## src/nco_pkg.sv

```systemverilog
/* widths, vector types, quadrant codes and the arctangent table of the CORDIC NCO,
   referenced by scoped name from each module */
package nco_pkg;

  // amplitude and output width
  localparam int sample_width = 16;
  // phase width, full circle is 2**angle_width
  localparam int angle_width = 20;
  // one rotation stage per output bit below the sign
  localparam int stage_count = sample_width - 1;
  // accumulator + fold + rotations + output register
  localparam int pipe_latency = stage_count + 3;

  typedef logic signed [sample_width-1:0] sample_t;
  // one growth bit for the CORDIC gain
  typedef logic signed [sample_width:0] wide_sample_t;
  typedef logic [angle_width-1:0] angle_t;

  // top two phase bits
  typedef enum logic [1:0] {
    q_first  = 2'b00,
    q_second = 2'b01,
    q_third  = 2'b10,
    q_fourth = 2'b11
  } quadrant_e;

  // atan(2**-i), 90 degrees = 2**(angle_width-2)
  localparam angle_t atan_table [0:stage_count-1] = '{
    20'h20000,  // 45.000 deg
    20'h12e40,  // 26.565 deg
    20'h09fb3,  // 14.036 deg
    20'h05111,
    20'h028b0,
    20'h0145d,
    20'h00a2f,
    20'h00517,
    20'h0028b,
    20'h00145,
    20'h000a2,
    20'h00051,
    20'h00028,
    20'h00014,
    20'h0000a   // last stage, about 0.0035 deg
  };

endpackage

```

## src/phase_accumulator.sv

```systemverilog
/* phase accumulator of the NCO that steps the phase by freq_word on each enabled
   cycle and issues phase plus offset as one angle with a valid strobe */
`timescale 1ns/10ps

module phase_accumulator
(
  input  logic            clock,
  input  logic            rst_n,
  input  logic            enable,
  input  logic            sync,
  input  nco_pkg::angle_t freq_word,
  input  nco_pkg::angle_t phase_offset,
  output nco_pkg::angle_t angle,
  output logic            angle_valid
);

  // running phase wrapping modulo 2**angle_width
  nco_pkg::angle_t phase;
  nco_pkg::angle_t angle_next;

  // sync restarts from zero so the issued angle is the bare offset
  assign angle_next = sync ? phase_offset : phase + phase_offset;

  // phase register
  always_ff @(posedge clock)
  begin
    if (!rst_n)
    begin
      phase <= '0;
    end
    else if (sync)
    begin
      // cleared and already advanced by one step
      phase <= freq_word;
    end
    else if (enable)
    begin
      phase <= phase + freq_word;
    end
  end

  // angle holds its value between enabled cycles
  always_ff @(posedge clock)
  begin
    if (enable)
    begin
      angle <= angle_next;
    end
  end

  // one valid pulse per enabled edge
  always_ff @(posedge clock)
  begin
    if (!rst_n)
    begin
      angle_valid <= 1'b0;
    end
    else
    begin
      angle_valid <= enable;
    end
  end

  // valid angle only from an enabled edge out of reset
  assert property (@(posedge clock)
    angle_valid |-> $past(rst_n) && $past(enable))
    else $error("angle_valid without enable or during reset");

  // sync pulses only arrive once reset is released
  assert property (@(posedge clock)
    sync |-> rst_n)
    else $error("sync pulse while reset is held");

endmodule

```

## src/cordic_rotator.sv

```systemverilog
/* pipelined CORDIC rotator that folds the angle into -pi/2..pi/2 and runs the
   shift-add stages to give cosine and sine scaled by the CORDIC gain */
`timescale 1ns/10ps

module cordic_rotator
(
  input  logic                  clock,
  input  logic                  rst_n,
  input  nco_pkg::angle_t       angle,
  input  logic                  angle_valid,
  input  nco_pkg::sample_t      x_start,
  output nco_pkg::wide_sample_t cos_wide,
  output nco_pkg::wide_sample_t sin_wide,
  output logic                  rot_valid
);

  // x, y and residual angle per stage with index 0 at the fold output
  nco_pkg::wide_sample_t x [0:nco_pkg::stage_count];
  nco_pkg::wide_sample_t y [0:nco_pkg::stage_count];
  nco_pkg::angle_t       z [0:nco_pkg::stage_count];

  // valid travels beside the data with bit 0 after the fold
  logic [nco_pkg::stage_count:0] valid_line;

  nco_pkg::quadrant_e    quadrant;
  nco_pkg::wide_sample_t x_ext;

  assign quadrant = nco_pkg::quadrant_e'(angle[nco_pkg::angle_width-1 -: 2]);

  // start vector lies on the x axis
  assign x_ext = nco_pkg::wide_sample_t'(x_start);

  // fold stage, y starts at zero
  always_ff @(posedge clock)
  begin
    case (quadrant)
      nco_pkg::q_second:
      begin
        // rotate start by +90 deg and take 90 deg off the angle
        x[0] <= '0;
        y[0] <= x_ext;
        z[0] <= {2'b00, angle[nco_pkg::angle_width-3:0]};
      end
      nco_pkg::q_third:
      begin
        // rotate start by -90 deg and add 90 deg to the angle
        x[0] <= '0;
        y[0] <= '0 - x_ext;
        z[0] <= {2'b11, angle[nco_pkg::angle_width-3:0]};
      end
      default:
      begin
        // first and fourth already within +-90 deg
        x[0] <= x_ext;
        y[0] <= '0;
        z[0] <= angle;
      end
    endcase
  end

  // rotation stages
  for (genvar i = 0; i < nco_pkg::stage_count; i++)
  begin : g_stage
    logic                  z_sign;
    nco_pkg::wide_sample_t x_shr;
    nco_pkg::wide_sample_t y_shr;

    // negative residual rotates clockwise
    assign z_sign = z[i][nco_pkg::angle_width-1];

    if (i == 0)
    begin : g_no_shift
      assign x_shr = x[i];
      assign y_shr = y[i];
    end
    else
    begin : g_shift
      nco_pkg::wide_sample_t x_rnd;
      nco_pkg::wide_sample_t y_rnd;

      // round half up from the last bit shifted out
      assign x_rnd = nco_pkg::wide_sample_t'(x[i][i-1]);
      assign y_rnd = nco_pkg::wide_sample_t'(y[i][i-1]);
      assign x_shr = (x[i] >>> i) + x_rnd;
      assign y_shr = (y[i] >>> i) + y_rnd;
    end

    always_ff @(posedge clock)
    begin
      if (z_sign)
      begin
        x[i+1] <= x[i] + y_shr;
        y[i+1] <= y[i] - x_shr;
        z[i+1] <= z[i] + nco_pkg::atan_table[i];
      end
      else
      begin
        x[i+1] <= x[i] - y_shr;
        y[i+1] <= y[i] + x_shr;
        z[i+1] <= z[i] - nco_pkg::atan_table[i];
      end
    end
  end

  // valid shift line with one bit per register stage
  always_ff @(posedge clock)
  begin
    if (!rst_n)
    begin
      valid_line <= '0;
    end
    else
    begin
      valid_line <= {valid_line[nco_pkg::stage_count-1:0], angle_valid};
    end
  end

  assign cos_wide  = x[nco_pkg::stage_count];
  assign sin_wide  = y[nco_pkg::stage_count];
  assign rot_valid = valid_line[nco_pkg::stage_count];

  // fold plus rotations once the line has filled after reset
  assert property (@(posedge clock) disable iff (!rst_n)
    $past(rst_n, nco_pkg::stage_count + 1)
      |-> rot_valid == $past(angle_valid, nco_pkg::stage_count + 1))
    else $error("rot_valid out of step with angle_valid");

endmodule

```

## src/output_stage.sv

```systemverilog
/* output stage of the NCO, clamps the 17-bit rotator results to 16 bits and
   registers cosine, sine, clip and out_valid */
`timescale 1ns/10ps

module output_stage
(
  input  logic                  clock,
  input  logic                  rst_n,
  input  nco_pkg::wide_sample_t cos_wide,
  input  nco_pkg::wide_sample_t sin_wide,
  input  logic                  rot_valid,
  output nco_pkg::sample_t      cosine,
  output nco_pkg::sample_t      sine,
  output logic                  clip,
  output logic                  out_valid
);

  logic cos_over;
  logic sin_over;

  // clamp to the nearest end of the 16-bit range
  function automatic nco_pkg::sample_t saturate(input nco_pkg::wide_sample_t value);
    logic over;
    over = value[nco_pkg::sample_width] ^ value[nco_pkg::sample_width-1];
    if (over)
    begin
      // sign bit picks 32767 or -32768
      return {value[nco_pkg::sample_width], {(nco_pkg::sample_width-1){~value[nco_pkg::sample_width]}}};
    end
    return value[nco_pkg::sample_width-1:0];
  endfunction

  // growth bit differs from the sign, value outside 16 bits
  assign cos_over = cos_wide[nco_pkg::sample_width] ^ cos_wide[nco_pkg::sample_width-1];
  assign sin_over = sin_wide[nco_pkg::sample_width] ^ sin_wide[nco_pkg::sample_width-1];

  // data registers load only on valid samples
  always_ff @(posedge clock)
  begin
    if (rot_valid)
    begin
      cosine <= saturate(cos_wide);
      sine   <= saturate(sin_wide);
    end
  end

  // strobes
  always_ff @(posedge clock)
  begin
    if (!rst_n)
    begin
      clip      <= 1'b0;
      out_valid <= 1'b0;
    end
    else
    begin
      // either coordinate clamped
      clip      <= rot_valid & (cos_over | sin_over);
      out_valid <= rot_valid;
    end
  end

  assert property (@(posedge clock) disable iff (!rst_n)
    clip |-> out_valid)
    else $error("clip raised without out_valid");

endmodule

```

## src/nco_top.sv

```systemverilog
/* top level of the CORDIC NCO, accumulator into rotator into output stage;
   amplitude must arrive one cycle after the matching enable */
`timescale 1ns/10ps

module nco_top
(
  input  logic             clock,
  input  logic             rst_n,
  input  logic             enable,
  input  logic             sync,
  input  nco_pkg::angle_t  freq_word,
  input  nco_pkg::angle_t  phase_offset,
  input  nco_pkg::sample_t amplitude,
  output nco_pkg::sample_t cosine,
  output nco_pkg::sample_t sine,
  output logic             clip,
  output logic             out_valid
);

  nco_pkg::angle_t       angle;
  logic                  angle_valid;
  nco_pkg::wide_sample_t cos_wide;
  nco_pkg::wide_sample_t sin_wide;
  logic                  rot_valid;

  phase_accumulator phase_accumulator_i
  (
    .clock        (clock),
    .rst_n        (rst_n),
    .enable       (enable),
    .sync         (sync),
    .freq_word    (freq_word),
    .phase_offset (phase_offset),
    .angle        (angle),
    .angle_valid  (angle_valid)
  );

  // amplitude sets the x start, y starts at zero inside the rotator
  cordic_rotator cordic_rotator_i
  (
    .clock       (clock),
    .rst_n       (rst_n),
    .angle       (angle),
    .angle_valid (angle_valid),
    .x_start     (amplitude),
    .cos_wide    (cos_wide),
    .sin_wide    (sin_wide),
    .rot_valid   (rot_valid)
  );

  output_stage output_stage_i
  (
    .clock     (clock),
    .rst_n     (rst_n),
    .cos_wide  (cos_wide),
    .sin_wide  (sin_wide),
    .rot_valid (rot_valid),
    .cosine    (cosine),
    .sine      (sine),
    .clip      (clip),
    .out_valid (out_valid)
  );

endmodule

```

## config.mk

```make
export PLATFORM = sky130hd
export DESIGN_NAME = nco_top
export DESIGN_NICKNAME = d
export VERILOG_FILES = /design/src/nco_pkg.sv /design/src/phase_accumulator.sv /design/src/cordic_rotator.sv /design/src/output_stage.sv /design/src/nco_top.sv
export SDC_FILE = /design/constraint.sdc
export NUM_CORES = 2
export LEC_CHECK = 0
export ABC_AREA = 1
export BUFFER_PORTS_ARGS = -buffer_cell sky130_fd_sc_hd__buf_4
export CORE_ASPECT_RATIO = 0.6
export CORE_MARGIN = 3
export CORE_UTILIZATION = 40
export DETAILED_ROUTE_END_ITERATION = 7
export PLACE_DENSITY = 0.53
export SLEW_MARGIN = 40
export SYNTH_ARGS = -nofsm -noshare
export SYNTH_HDL_FRONTEND = slang
export SYNTH_SLANG_ARGS = --single-unit
```

## constraint.sdc

```tcl
create_clock -name clock -period 12.2 [get_ports clock]
set_input_delay 0.61 -clock clock [delete_from_list [all_inputs] [get_ports clock]]
set_output_delay 0.61 -clock clock [all_outputs]
set_load 0.03 [all_outputs]
```

==> results.md <==
- Drc violations: 0
- Asr flop ratio synth: 0%
- Critical Path Fanout Max: 11
- ANT nets after route: 0
- Complex-gate fraction of the synthesized area: 14.3%
- Area delta synth->final: 9.49%
- Tmin final: 4800 ps
- Final Hold Vio Count: 0
- Share of cells above drive strength 1: 4.51%
- Die ar.: 191000 µm²
- Slew Limit Fails: 0
- Syn Area/Cell: ~7.3 µm²
- GPL Wtd Cong: 0.959
- Synth area leader: dfxtp_1
- DR vias: 65757
- Arrival time of the worst setup path: 5400 ps
- Total Routing Usage GR: 22.9%
- Post_cts resized: 0
- Placed cell area: 78000 µm²
- Slew headroom: 40.6%
- Ys Warns: 0
- Initial Utilization: 40.6%
- Commonest non-fill, non-tap cell in the layout: nand2_1
- Main combinational cell family by area after synthesis: simple AND/OR/NAND/NOR gates
- DR WL/cell: 17.4 µm
- Die Y: 340 µm
- Number of synthesized register bits: 910
- Clock root cell: clkbuf_16
- Clk sinks: 910
- Kind of cell adding the most delay to the critical path: simple AND/OR/NAND/NOR gates
- CTS Buffer Depth: 3
- Initial antenna violation count: 21
- Post-synthesis xor/xnor area fraction: between 10% and 20%
- Std-Cell Core Area: 183000 µm²
- Nets: 11518
- Rows: approximately 120
- Crit-path most repeated cell: nand2_1
- First-pass GRT wire length: 349000 µm
- # port buffers: 93
- Design Area, Final: roughly 80000 µm²
- Post-synth EDFFs: 52
- Distinct cells, synth: 65
- H-tree levels: 3
- Mapped Cells: 10144
- Synth Area in Adders: 20.5%
- Outcome: finished clean
- WS Path Type: flip-flop to flip-flop
- Critical path required time: 12800 ps
- Synth Flop Type: dfxtp_1
- Largest net degree at the start of global routing: 45
- Initial DRC Count: ~5400
- CP Launch Type: flip-flop
- CP bufs+invs: 4
- RSZ-0062 raised after global routing: false
- Drt first pass iters: 8
- MaxCap Viol Count: 0
- CTS tree: built
- Area share of the largest cell type after synthesis: 23.1%
- Final period util: between 30% and 40%
- Number of setup buffers added after CTS: 0
- DRT Wirelength: 223000 µm
- Worst hold path type: input pin to flip-flop
- Worst setup EP type: flip-flop
- Post-synthesis mux area share: 0.0269%
- Post-synth net total: 11380
- Vias per inst: 5.13
- Vias in the first global route: 61063
- Fin util: 44.5%
- Worst Tran Pin Value: 887 ps
- Grt total ovfl: 0
- Clock buffer count from CTS: 97
- Sequential area share after synthesis: between 20 and 30%
- Die width: 563 µm
- Simple-Gate Fraction of Synth Area: 21.7%
- Area contributors post-synth: dfxtp_1, ha_1, nand2_1
- Most frequent cells in the layout: nand2_1, inv_1, ha_1
- Io pins: 94
- F_max: 208 MHz
- Clock transition at path regs: ~70 ps
- Skew final: 38.8 ps
- Hold WS: 76.2 ps
- # setup viols final: 0
- Max incr delay on CP: 780 ps
- Crit path max-delay cell type: o41ai_1
- Hold_buf cts: 0
- Later-pin clock latency in the skew report: 730 ps
- Post-DP HPWL: 188000 µm
- Setup TNS: 0 ps
- Netlist Area Pre-Place: 74300 µm²
==> logic make-up after synthesis <==
family	after synthesis
xor+xnor	933
mux	2
fa+ha+maj	1176
compound gates	1892
simple gates	3842
flops	910
buf+inv	1389
==> synth_stat cells (52+ instances only) <==
cell type	number
nand2_1	2314
inv_1	1294
ha_1	1103
a21oi_1	892
dfxtp_1	858
xor2_1	652
nor2_1	609
nand3_1	507
o21ai_0	454
xnor2_1	266
o21ai_1	98
nand4_1	96
nor3_1	89
a31oi_1	88
fa_1	73
clkbuf_1	63
a21o_1	60
or2_2	56
a21boi_0	54
edfxtp_1	52
==> final cells by class <==
cell class              instances  area (µm²)
diodes                          2        5.00
inverters                    1308        4910
fillers                     18604      102000
clock inverters                63         729
repair buffers                120         898
clock buffers                 120        2670
well taps                    2460        3080
multi-input cells            7845       50400
flip-flops and latches        910       18700
==> per-layer routing <==
metal | track usage (%) | wire length (µm) | up-vias
met3 | 6.32 | 19700 | 181
met2 | 27.0 | 72000 | 1626
met1 | 38.9 | 128000 | 29981
met4 | 3.47 | 3170 | 4
li1 | - | - | 33965
met5 | 0 | 25 | -
==> final timing paths <==
check	from	to	slack [ps]	cells past startpoint
worst min register to register	cordic_rotator_i.z[2][3]	cordic_rotator_i.z[2][23]	330	0
worst max register to register	cordic_rotator_i.x[1][7]	cordic_rotator_i.y[9][14]	7400	25
worst min-delay path	amplitude[6]	cordic_rotator_i.x[0][6]	80	3
worst max-delay path	cordic_rotator_i.x[1][7]	cordic_rotator_i.y[9][14]	7400	25
==> state kept, by name (all words and copies together) (netlist names), 16 cells and up <==
register / flops
cordic_rotator_i.valid_line: 16
cordic_rotator_i.x: 270
cordic_rotator_i.z: 277
output_stage_i.sine: 16
cordic_rotator_i.y: 272
phase_accumulator_i.angle: 20
phase_accumulator_i.phase: 20
output_stage_i.cosine: 16
==> worst reg2reg max path, stage by stage (launching register included) <==
cell and delay [ps]:
dfxtp_1 640, ha_1 350, inv_1 80, fa_1 400
inv_1 70, nand3_1 60, nand2_1 120, nand2_1 60
nand2_1 50, nand2_1 70, nand2_1 60, nand2_1 40
nand2_1 140, nand3_1 150, nor3_2 250, nand3_1 150
nand3_1 160, nand2_1 70, inv_1 60, ha_1 230
nand2_1 80, nor2_1 120, inv_1 110, o41ai_1 780
a31oi_1 210, xnor2_1 180
==> stage by stage <==
stage	setup slack (ps)	cells
final	7400	12828
after global routing	7120	12827
after CTS	7590	12826
after detailed placement	7650	12643
after global placement	7660	12642
after floorplan	8030	10144
Power is not shown: default switching activity piles up to over one toggle a cycle in this logic, so the estimate is an artifact.
